--- src/design/ib_pkg.sv ---
package ib_pkg;

    localparam int NUM_SLOTS   = 4;
    localparam int ROB_ENTRIES = 16;

    typedef logic [15:0] data_t;
    typedef logic [3:0]  reg_idx_t;
    typedef logic [3:0]  rob_idx_t;
    typedef logic [3:0]  opcode_t;
    typedef logic [7:0]  imm_t;
    typedef logic [1:0]  slot_idx_t;
    typedef logic [2:0]  count_t;

    // execution unit an instruction needs
    typedef enum logic [1:0] {
        UNIT_NONE,
        UNIT_FXU,
        UNIT_BRANCH,
        UNIT_HALT
    } unit_e;

    // bit n set when opcode n writes rt (0, 1, 2, 4, 5, 6)
    localparam logic [15:0] WRITES_REG_MASK = 16'h0077;

    // register file read result for one source
    typedef struct packed {
        data_t    value;
        logic     busy;
        rob_idx_t owner;
    } operand_t;

    typedef struct packed {
        opcode_t  opcode;
        imm_t     imm;
        reg_idx_t rt;
        logic     uses_rb;
        unit_e    unit;
        operand_t ra;
        operand_t rb;
    } instr_t;

    // one issue port toward an execution unit
    typedef struct packed {
        logic     valid;
        rob_idx_t rob_idx;
        opcode_t  opcode;
        imm_t     imm;
        logic     a_valid;
        data_t    a_value;
        rob_idx_t a_owner;
        logic     b_valid;
        data_t    b_value;
        rob_idx_t b_owner;
    } issue_t;

    typedef struct packed {
        logic     valid;
        reg_idx_t rt;
        logic     halt;
    } rob_alloc_t;

    typedef struct packed {
        logic     enable;
        reg_idx_t target;
        rob_idx_t owner;
    } rename_upd_t;

endpackage
--- src/design/instr_buffer_top.sv ---
`timescale 1ns/100ps

module instr_buffer_top #(
    parameter int FLUSH_CYCLES = 2
) (
    input  logic                                clk,
    input  logic                                rst_n,
    input  logic                                flush,
    input  logic                                fetch_valid,
    input  ib_pkg::instr_t                      fetch_group [ib_pkg::NUM_SLOTS],
    input  ib_pkg::rob_idx_t                    rob_head_idx,
    input  logic [ib_pkg::ROB_ENTRIES-1:0]      rob_ready,
    input  ib_pkg::data_t                       rob_values [ib_pkg::ROB_ENTRIES],
    input  logic                                fxu0_full,
    input  logic                                fxu1_full,
    input  logic                                branch_full,
    output ib_pkg::count_t                      num_fetch,
    output ib_pkg::issue_t                      fxu0_issue,
    output ib_pkg::issue_t                      fxu1_issue,
    output ib_pkg::issue_t                      branch_issue,
    output ib_pkg::rob_alloc_t                  rob_alloc [ib_pkg::NUM_SLOTS],
    output ib_pkg::rename_upd_t                 rename_upd [ib_pkg::NUM_SLOTS]
);
    import ib_pkg::*;

    instr_t    ordered [NUM_SLOTS];
    logic      buf_valid;
    count_t    dispatch_count;
    logic      fxu0_grant;
    logic      fxu1_grant;
    logic      branch_grant;
    slot_idx_t fxu0_pos;
    slot_idx_t fxu1_pos;
    slot_idx_t branch_pos;

    // refill uses num_fetch, so a flush or cold start reloads every slot
    slot_store u_slot_store (
        .clk            (clk),
        .rst_n          (rst_n),
        .fetch_valid    (fetch_valid),
        .fetch_group    (fetch_group),
        .dispatch_count (num_fetch),
        .ordered        (ordered),
        .buf_valid      (buf_valid)
    );

    issue_select #(
        .FLUSH_CYCLES (FLUSH_CYCLES)
    ) u_issue_select (
        .clk            (clk),
        .rst_n          (rst_n),
        .flush          (flush),
        .buf_valid      (buf_valid),
        .ordered        (ordered),
        .fxu0_full      (fxu0_full),
        .fxu1_full      (fxu1_full),
        .branch_full    (branch_full),
        .dispatch_count (dispatch_count),
        .num_fetch      (num_fetch),
        .fxu0_grant     (fxu0_grant),
        .fxu1_grant     (fxu1_grant),
        .branch_grant   (branch_grant),
        .fxu0_pos       (fxu0_pos),
        .fxu1_pos       (fxu1_pos),
        .branch_pos     (branch_pos)
    );

    issue_port u_fxu0_port (
        .grant        (fxu0_grant),
        .pos          (fxu0_pos),
        .ordered      (ordered),
        .rob_head_idx (rob_head_idx),
        .rob_ready    (rob_ready),
        .rob_values   (rob_values),
        .issue        (fxu0_issue)
    );

    issue_port u_fxu1_port (
        .grant        (fxu1_grant),
        .pos          (fxu1_pos),
        .ordered      (ordered),
        .rob_head_idx (rob_head_idx),
        .rob_ready    (rob_ready),
        .rob_values   (rob_values),
        .issue        (fxu1_issue)
    );

    issue_port u_branch_port (
        .grant        (branch_grant),
        .pos          (branch_pos),
        .ordered      (ordered),
        .rob_head_idx (rob_head_idx),
        .rob_ready    (rob_ready),
        .rob_values   (rob_values),
        .issue        (branch_issue)
    );

    rob_rename_alloc u_rob_rename_alloc (
        .ordered        (ordered),
        .buf_valid      (buf_valid),
        .dispatch_count (dispatch_count),
        .rob_head_idx   (rob_head_idx),
        .rob_alloc      (rob_alloc),
        .rename_upd     (rename_upd)
    );

endmodule

--- src/design/rob_rename_alloc.sv ---
`timescale 1ns/100ps

module rob_rename_alloc (
    input  ib_pkg::instr_t      ordered [ib_pkg::NUM_SLOTS],
    input  logic                buf_valid,
    input  ib_pkg::count_t      dispatch_count,
    input  ib_pkg::rob_idx_t    rob_head_idx,
    output ib_pkg::rob_alloc_t  rob_alloc [ib_pkg::NUM_SLOTS],
    output ib_pkg::rename_upd_t rename_upd [ib_pkg::NUM_SLOTS]
);
    import ib_pkg::*;

    logic [NUM_SLOTS-1:0] dispatched;
    logic [NUM_SLOTS-1:0] writes;

    // dispatch is in order, so the first dispatch_count slots leave
    always_comb begin
        for (int k = 0; k < NUM_SLOTS; k++) begin
            dispatched[k] = buf_valid && (count_t'(k) < dispatch_count);
            writes[k]     = dispatched[k] && WRITES_REG_MASK[ordered[k].opcode];
        end
    end

    always_comb begin
        for (int k = 0; k < NUM_SLOTS; k++) begin
            rob_alloc[k].valid = dispatched[k];
            rob_alloc[k].rt    = ordered[k].rt;
            rob_alloc[k].halt  = dispatched[k] && (ordered[k].unit == UNIT_HALT);

            rename_upd[k].enable = writes[k];
            rename_upd[k].target = ordered[k].rt;
            rename_upd[k].owner  = rob_head_idx + rob_idx_t'(k);
            // youngest writer of a register wins
            for (int j = k + 1; j < NUM_SLOTS; j++) begin
                if (writes[j] && (ordered[j].rt == ordered[k].rt)) begin
                    rename_upd[k].enable = 1'b0;
                end
            end
        end
    end

endmodule

--- src/design/issue_port.sv ---
`timescale 1ns/100ps

module issue_port (
    input  logic                           grant,
    input  ib_pkg::slot_idx_t              pos,
    input  ib_pkg::instr_t                 ordered [ib_pkg::NUM_SLOTS],
    input  ib_pkg::rob_idx_t               rob_head_idx,
    input  logic [ib_pkg::ROB_ENTRIES-1:0] rob_ready,
    input  ib_pkg::data_t                  rob_values [ib_pkg::ROB_ENTRIES],
    output ib_pkg::issue_t                 issue
);
    import ib_pkg::*;

    instr_t sel;
    logic   a_fwd_ready;
    logic   b_fwd_ready;

    assign sel = ordered[pos];

    // owner already finished in the ROB
    assign a_fwd_ready = rob_ready[sel.ra.owner];
    assign b_fwd_ready = rob_ready[sel.rb.owner];

    always_comb begin
        issue.valid   = grant;
        // ROB entries are handed out in buffer order from the ROB head
        issue.rob_idx = rob_head_idx + rob_idx_t'(pos);
        issue.opcode  = sel.opcode;
        issue.imm     = sel.imm;

        issue.a_valid = !sel.ra.busy || a_fwd_ready;
        issue.a_value = sel.ra.busy ? rob_values[sel.ra.owner] : sel.ra.value;
        issue.a_owner = sel.ra.owner;

        // b is don't-care for one-source instructions
        issue.b_valid = !sel.uses_rb || !sel.rb.busy || b_fwd_ready;
        issue.b_value = sel.rb.busy ? rob_values[sel.rb.owner] : sel.rb.value;
        issue.b_owner = sel.rb.owner;
    end

endmodule

--- src/design/issue_select.sv ---
`timescale 1ns/100ps

module issue_select #(
    parameter int FLUSH_CYCLES = 2
) (
    input  logic              clk,
    input  logic              rst_n,
    input  logic              flush,
    input  logic              buf_valid,
    input  ib_pkg::instr_t    ordered [ib_pkg::NUM_SLOTS],
    input  logic              fxu0_full,
    input  logic              fxu1_full,
    input  logic              branch_full,
    output ib_pkg::count_t    dispatch_count,
    output ib_pkg::count_t    num_fetch,
    output logic              fxu0_grant,
    output logic              fxu1_grant,
    output logic              branch_grant,
    output ib_pkg::slot_idx_t fxu0_pos,
    output ib_pkg::slot_idx_t fxu1_pos,
    output ib_pkg::slot_idx_t branch_pos
);
    import ib_pkg::*;

    localparam int HOLD_W = $clog2(FLUSH_CYCLES + 1);

    logic [HOLD_W-1:0] hold_cnt;
    logic              hold;
    logic              stalled;
    logic              any_grant;

    // flush cycle itself plus FLUSH_CYCLES-1 more
    assign hold = flush || (hold_cnt != '0);

    always_ff @(posedge clk) begin
        if (!rst_n) begin
            hold_cnt <= '0;
        end else if (flush) begin
            hold_cnt <= HOLD_W'(FLUSH_CYCLES - 1);
        end else if (hold_cnt != '0) begin
            hold_cnt <= hold_cnt - 1'b1;
        end
    end

    // oldest first, first slot without a port ends the cycle
    always_comb begin
        stalled        = !buf_valid || hold;
        fxu0_grant     = 1'b0;
        fxu1_grant     = 1'b0;
        branch_grant   = 1'b0;
        fxu0_pos       = '0;
        fxu1_pos       = '0;
        branch_pos     = '0;
        dispatch_count = '0;
        for (int k = 0; k < NUM_SLOTS; k++) begin
            if (!stalled) begin
                case (ordered[k].unit)
                    UNIT_FXU: begin
                        if (!fxu0_full && !fxu0_grant) begin
                            fxu0_grant = 1'b1;
                            fxu0_pos   = slot_idx_t'(k);
                        end else if (!fxu1_full && !fxu1_grant) begin
                            fxu1_grant = 1'b1;
                            fxu1_pos   = slot_idx_t'(k);
                        end else begin
                            stalled = 1'b1;
                        end
                    end
                    UNIT_BRANCH: begin
                        if (!branch_full && !branch_grant) begin
                            branch_grant = 1'b1;
                            branch_pos   = slot_idx_t'(k);
                        end else begin
                            stalled = 1'b1;
                        end
                    end
                    // halts and unitless instructions just retire into the ROB
                    default: begin
                    end
                endcase
                if (!stalled) begin
                    dispatch_count = count_t'(k + 1);
                end
            end
        end
    end

    assign num_fetch = (buf_valid && !hold) ? dispatch_count : count_t'(NUM_SLOTS);
    assign any_grant = fxu0_grant || fxu1_grant || branch_grant;

    fxu_pos_distinct_a: assert property (
        @(posedge clk) disable iff (!rst_n)
        (fxu0_grant && fxu1_grant) |-> (fxu0_pos != fxu1_pos)
    );

    // whole hold window after a flush pulse is silent
    flush_quiet_a: assert property (
        @(posedge clk) disable iff (!rst_n)
        flush |-> !any_grant [*FLUSH_CYCLES]
    );

endmodule

--- src/design/slot_store.sv ---
`timescale 1ns/100ps

module slot_store (
    input  logic           clk,
    input  logic           rst_n,
    input  logic           fetch_valid,
    input  ib_pkg::instr_t fetch_group [ib_pkg::NUM_SLOTS],
    input  ib_pkg::count_t dispatch_count,
    output ib_pkg::instr_t ordered [ib_pkg::NUM_SLOTS],
    output logic           buf_valid
);
    import ib_pkg::*;

    instr_t    slots [NUM_SLOTS];
    slot_idx_t head;

    // ring view, oldest first
    always_comb begin
        for (int k = 0; k < NUM_SLOTS; k++) begin
            ordered[k] = slots[head + slot_idx_t'(k)];
        end
    end

    always_ff @(posedge clk) begin
        if (!rst_n) begin
            head      <= '0;
            buf_valid <= 1'b0;
        end else begin
            if (fetch_valid) begin
                buf_valid <= 1'b1;
            end
            // a count of 4 wraps back onto the same head
            if (buf_valid) begin
                head <= head + slot_idx_t'(dispatch_count);
            end
        end
    end

    // freed positions sit at head .. head+count-1, behind the stalled ones
    always_ff @(posedge clk) begin
        for (int k = 0; k < NUM_SLOTS; k++) begin
            if (!buf_valid) begin
                slots[k] <= fetch_group[k];
            end else if (count_t'(k) < dispatch_count) begin
                slots[head + slot_idx_t'(k)] <= fetch_group[k];
            end
        end
    end

    // cold load must land with the oldest instruction at slot 0
    head_still_a: assert property (
        @(posedge clk) disable iff (!rst_n)
        !buf_valid |=> $stable(head)
    );

endmodule

--- config.mk ---
export PLATFORM = sky130hd
export DESIGN_NAME = instr_buffer_top
export DESIGN_NICKNAME = d
export VERILOG_FILES = /design/src/design/ib_pkg.sv /design/src/design/instr_buffer_top.sv /design/src/design/rob_rename_alloc.sv /design/src/design/issue_port.sv /design/src/design/issue_select.sv /design/src/design/slot_store.sv
export SDC_FILE = /design/constraint.sdc
export NUM_CORES = 2
export LEC_CHECK = 0
export BUFFER_PORTS_ARGS = -buffer_cell sky130_fd_sc_hd__buf_2
export CELL_PAD_IN_SITES_DETAIL_PLACEMENT = 1
export CELL_PAD_IN_SITES_GLOBAL_PLACEMENT = 1
export CORE_ASPECT_RATIO = 0.6
export CORE_MARGIN = 4
export CORE_UTILIZATION = 32
export CTS_BUF_LIST = sky130_fd_sc_hd__clkbuf_4 sky130_fd_sc_hd__clkbuf_8
export CTS_CLUSTER_SIZE = 8
export DETAILED_ROUTE_END_ITERATION = 7
export PLACE_DENSITY_LB_ADDON = 0.1
export RECOVER_POWER = 25
export SLEW_MARGIN = 20
export SYNTH_ARGS = -nofsm -noshare
export SYNTH_HDL_FRONTEND = slang
export SYNTH_SLANG_ARGS = --single-unit
--- constraint.sdc ---
create_clock -name clk -period 13.1 [get_ports clk]
set_input_delay 1.31 -clock clk [delete_from_list [all_inputs] [get_ports clk]]
set_output_delay 1.31 -clock clk [all_outputs]
set_load 0.1 [all_outputs]
==> flow_summary_export.csv <==
group,metric,value,unit
outcome,status,"finished, violations left",
outcome,violations,"DRC, capacitance limit, slew limit",
global_route,grt_max_degree,136,
floorplan,start_util,0.322,
routing,route.detailed.drc,2,
cts,cts.sinks,251,
logic_synthesis,synth_flop_cell,"edfxtp_1",
cts,cts.path.max_buffers,3,
logic_synthesis,synth_most_common_cell,"nand2_1",
power_and_ir_drop,p_int,0.00230,W
logic_synthesis,postSynthCellCount,5834,
logic_synthesis,synthTopCellsByArea,"edfxtp_1 17%, mux4_2 15%, nand2_1 12%",
final_layout,syn_to_final_growth,13.2,%
global_route,track_usage,0.419,
cts,cts_buffers,40,
routing,wl,305,mm
logic_synthesis,synthesis.area,0.0424,mm^2
logic_synthesis,syn-num-nets,6396,
logic_synthesis,yosysSeqAreaShare,0.176,
final_layout,finalNonFillerCells,7940,
logic_synthesis,synth_mux_area_frac,0.238,
global_route,grt_pass1_vias,50600,
floorplan,fp.coreArea,0.131,mm^2
power_and_ir_drop,power.density,129,mW/mm^2
placement,place.gp.congestion,1.05,
logic_synthesis,synth_xor_area_frac,0.00889,
timing,worst_pin_slew,3.24,ns
routing,drtIter0Drc,7646,
worst_setup_path,start_kind,"flip-flop",
power_and_ir_drop,ir_worst_vdd,84.3,uV
timing,drv_slew,259,
worst_setup_path,crit_type,"reg -> out",
floorplan,ios,767,
final_layout,drive_gt1_frac,0.210,
worst_setup_path,worst_path_max_delay_cell,"dfxtp_1",
floorplan,num_rows,103,
logic_synthesis,ys_ff_latch,251,
cts,cts-htree-levels,2,
logic_synthesis,synth_edf_count,244,
logic_synthesis,syn_area_per_cell,7.26,um^2
final_layout,finish.utilization,0.365,
timing,clock_skew,0.0576,ns
logic_synthesis,synth-simple-area-share,0.254,
power_and_ir_drop,p_sw,0.00389,W
placement,io_buffers,766,
final_layout,final_net_count,6735,
timing,fin_setup_tns,0,ns
logic_synthesis,yosysUniqueCellTypes,90,
worst_setup_path,crit_buf_inv,5,
cts,clk_pin_slew,0.07,ns
cts,tritoncts,"yes",
logic_synthesis,synth_top_cell_by_area,"edfxtp_1",
placement,dp.cells,7861,
timing,fmax,84.8,MHz
timing,finalHoldViolCount,0,
logic_synthesis,synth_compound_area_frac,0.245,
worst_setup_path,required,11.79,ns
timing,slew_headroom,-1.16,
routing,num_vias,54100,
timing,rsz0062_at_grt,"no",
cts,cts_resized,0,
floorplan,die_y,290,um
logic_synthesis,synth_fa_ha_area_frac,0.0111,
floorplan,die_area,0.138,mm^2
power_and_ir_drop,p_sw_frac,0.628,
worst_setup_path,max_stage_delay,1.81,ns
cts,post-cts-setup-buffers,0,
worst_setup_path,endpoint_kind,"output pin",
final_layout,design_area,0.0479,mm^2
global_route,grt-ovfl-total,0,
timing,setup_violations,0,
routing,wl_per_cell,38.5,um
worst_setup_path,path_cells,"mux4_2 > inv_1 > ha_1 > nand4b_1 > and3_1 > nand3_1 > a2111oi_2 > a21oi_4 > clkinv_2 > a221o_1 > nand2_4 > inv_4 > buf_4 > a21oi_1 > a221oi_1 > nor3_1 > o31ai_1 > buf_2",
timing,layout_min_cycle_time,11.79,ns
worst_setup_path,path_max_fanout,76,
timing,period_share,0.900,
logic_synthesis,synth_top_family_by_area,"simple AND/OR/NAND/NOR gates",
cts,clkLatencyLatePin,0.67,ns
placement,place_area,0.0473,mm^2
global_route,grt_pass1_wl,419,mm
logic_synthesis,synth_top_area_frac,0.173,
worst_setup_path,cp.arrival,10.48,ns
worst_hold_path,hold_path_class,"reg -> reg",
power_and_ir_drop,pwr-share-seq,0.183,
power_and_ir_drop,pwr-share-comb,0.707,
worst_setup_path,cp_top_family,"buffers and inverters",
logic_synthesis,ys_warn_count,0,
logic_synthesis,synthArstFlopShare,0,
logic_synthesis,ys_top_cells_by_count,"1398 x nand2_1, 679 x a21oi_1, 409 x clkbuf_1, 406 x nand3_1, 395 x nor2_1",
power_and_ir_drop,clkPwrFrac,0.110,
cts,cts_hold_buf,0,
placement,dp_hpwl,227,mm
floorplan,die_w,478,um
routing,drtAntennaViolNets,0,
routing,first_pass_iters,8,
cts,root_buffer,"clkbuf_8",
routing,vias_per_cell,6.82,
flow_run,cap_violations,7,
global_route,antenna_found_initial,34,
power_and_ir_drop,leakagePower,18.8,nW
## power groups by stage
stage / registers (W) / logic [W] / clock network (W)
2_1_floorplan: 0.00108 / 0.00276 / 0
3_3_place_gp: 0.00113 / 0.00417 / 0
3_5_place_dp: 0.00115 / 0.00419 / 0
4_1_cts: 0.00113 / 0.00420 / 0.000694
5_1_grt: 0.00114 / 0.00445 / 0.000734
6_report: 0.00113 / 0.00437 / 0.000681
## stage by stage
stage | setup WS, ns | power [W] | hold WS, ns
global route | 0.759 | 0.00633 | 0.567
global placement | 2.60 | 0.00530 | 0.508
detailed placement | 2.44 | 0.00534 | 0.525
CTS | 1.75 | 0.00602 | 0.535
floorplan | 1.02 | 0.00384 | 0.495
finish | 1.31 | 0.00619 | 0.543
## logic make-up after synthesis
family / count (synthesis)
AO/OA/AOI/OAI: 1672
AND/OR/NAND/NOR: 2512
adder cells (fa/ha/maj): 36
flip-flops: 251
multiplexers: 655
XOR/XNOR: 43
buffers and inverters: 665
## worst min-delay path, stage by stage (launching register included)
cell and delay, ns:
dfxtp_1 0.32, a21oi_1 0.13, nor3b_1 0.06
## cell type report
class                      count  area, um^2
sequential                   251        7480
tap                         1732        2170
multi-input combinational   4918       32500
clock buffer                  49         618
fill                       16400       83500
clock inverter                12        70.1
antenna                       16        40.0
timing repair buffer         913        4900
inverter                      49         198
## placed cells by master, fill, tap and decap left out, drive strengths merged, types with 36 or more instances in the layout
master	instances
mux2i	368
nor2	397
nand3	406
a22oi	43
a21oi	681
edfxtp	244
nor3	81
inv	47
a31oi	83
o21ai	274
nor4	41
and3	42
mux4	278
a32oi	69
o221ai	36
nand2	1399
a211oi	185
a221oi	122
and2	41
clkbuf	107
o22ai	88
buf	855
## final timing paths
path              cells past startpoint                  startpoint                         end  slack (ns)
setup reg to reg                     12                   flip-flop   u_slot_store.slots[0][46]        1.53
setup / recovery                     18                   flip-flop              fxu0_issue[15]        1.31
hold / removal                        2  u_issue_select.hold_cnt[1]  u_issue_select.hold_cnt[1]        0.54
hold reg to reg                       2  u_issue_select.hold_cnt[1]  u_issue_select.hold_cnt[1]        0.54
## metal layers
| metal | wire [um] | share of wire | track usage |
|---|---|---|---|
| met5 | 181 | 0.00059 | 0 |
| met1 | 127000 | 0.42 | 0.578 |
| met4 | 10300 | 0.034 | 0.112 |
| met3 | 40800 | 0.13 | 0.167 |
| met2 | 127000 | 0.42 | 0.606 |
## flip-flops by register name, indices dropped and copies added, names as in the netlist, named ones only
name,flops
u_slot_store.slots,244
u_issue_select.hold_cnt,2
u_slot_store.head,2
u_slot_store.buf_valid,1
(Power assumes the default switching activity.)
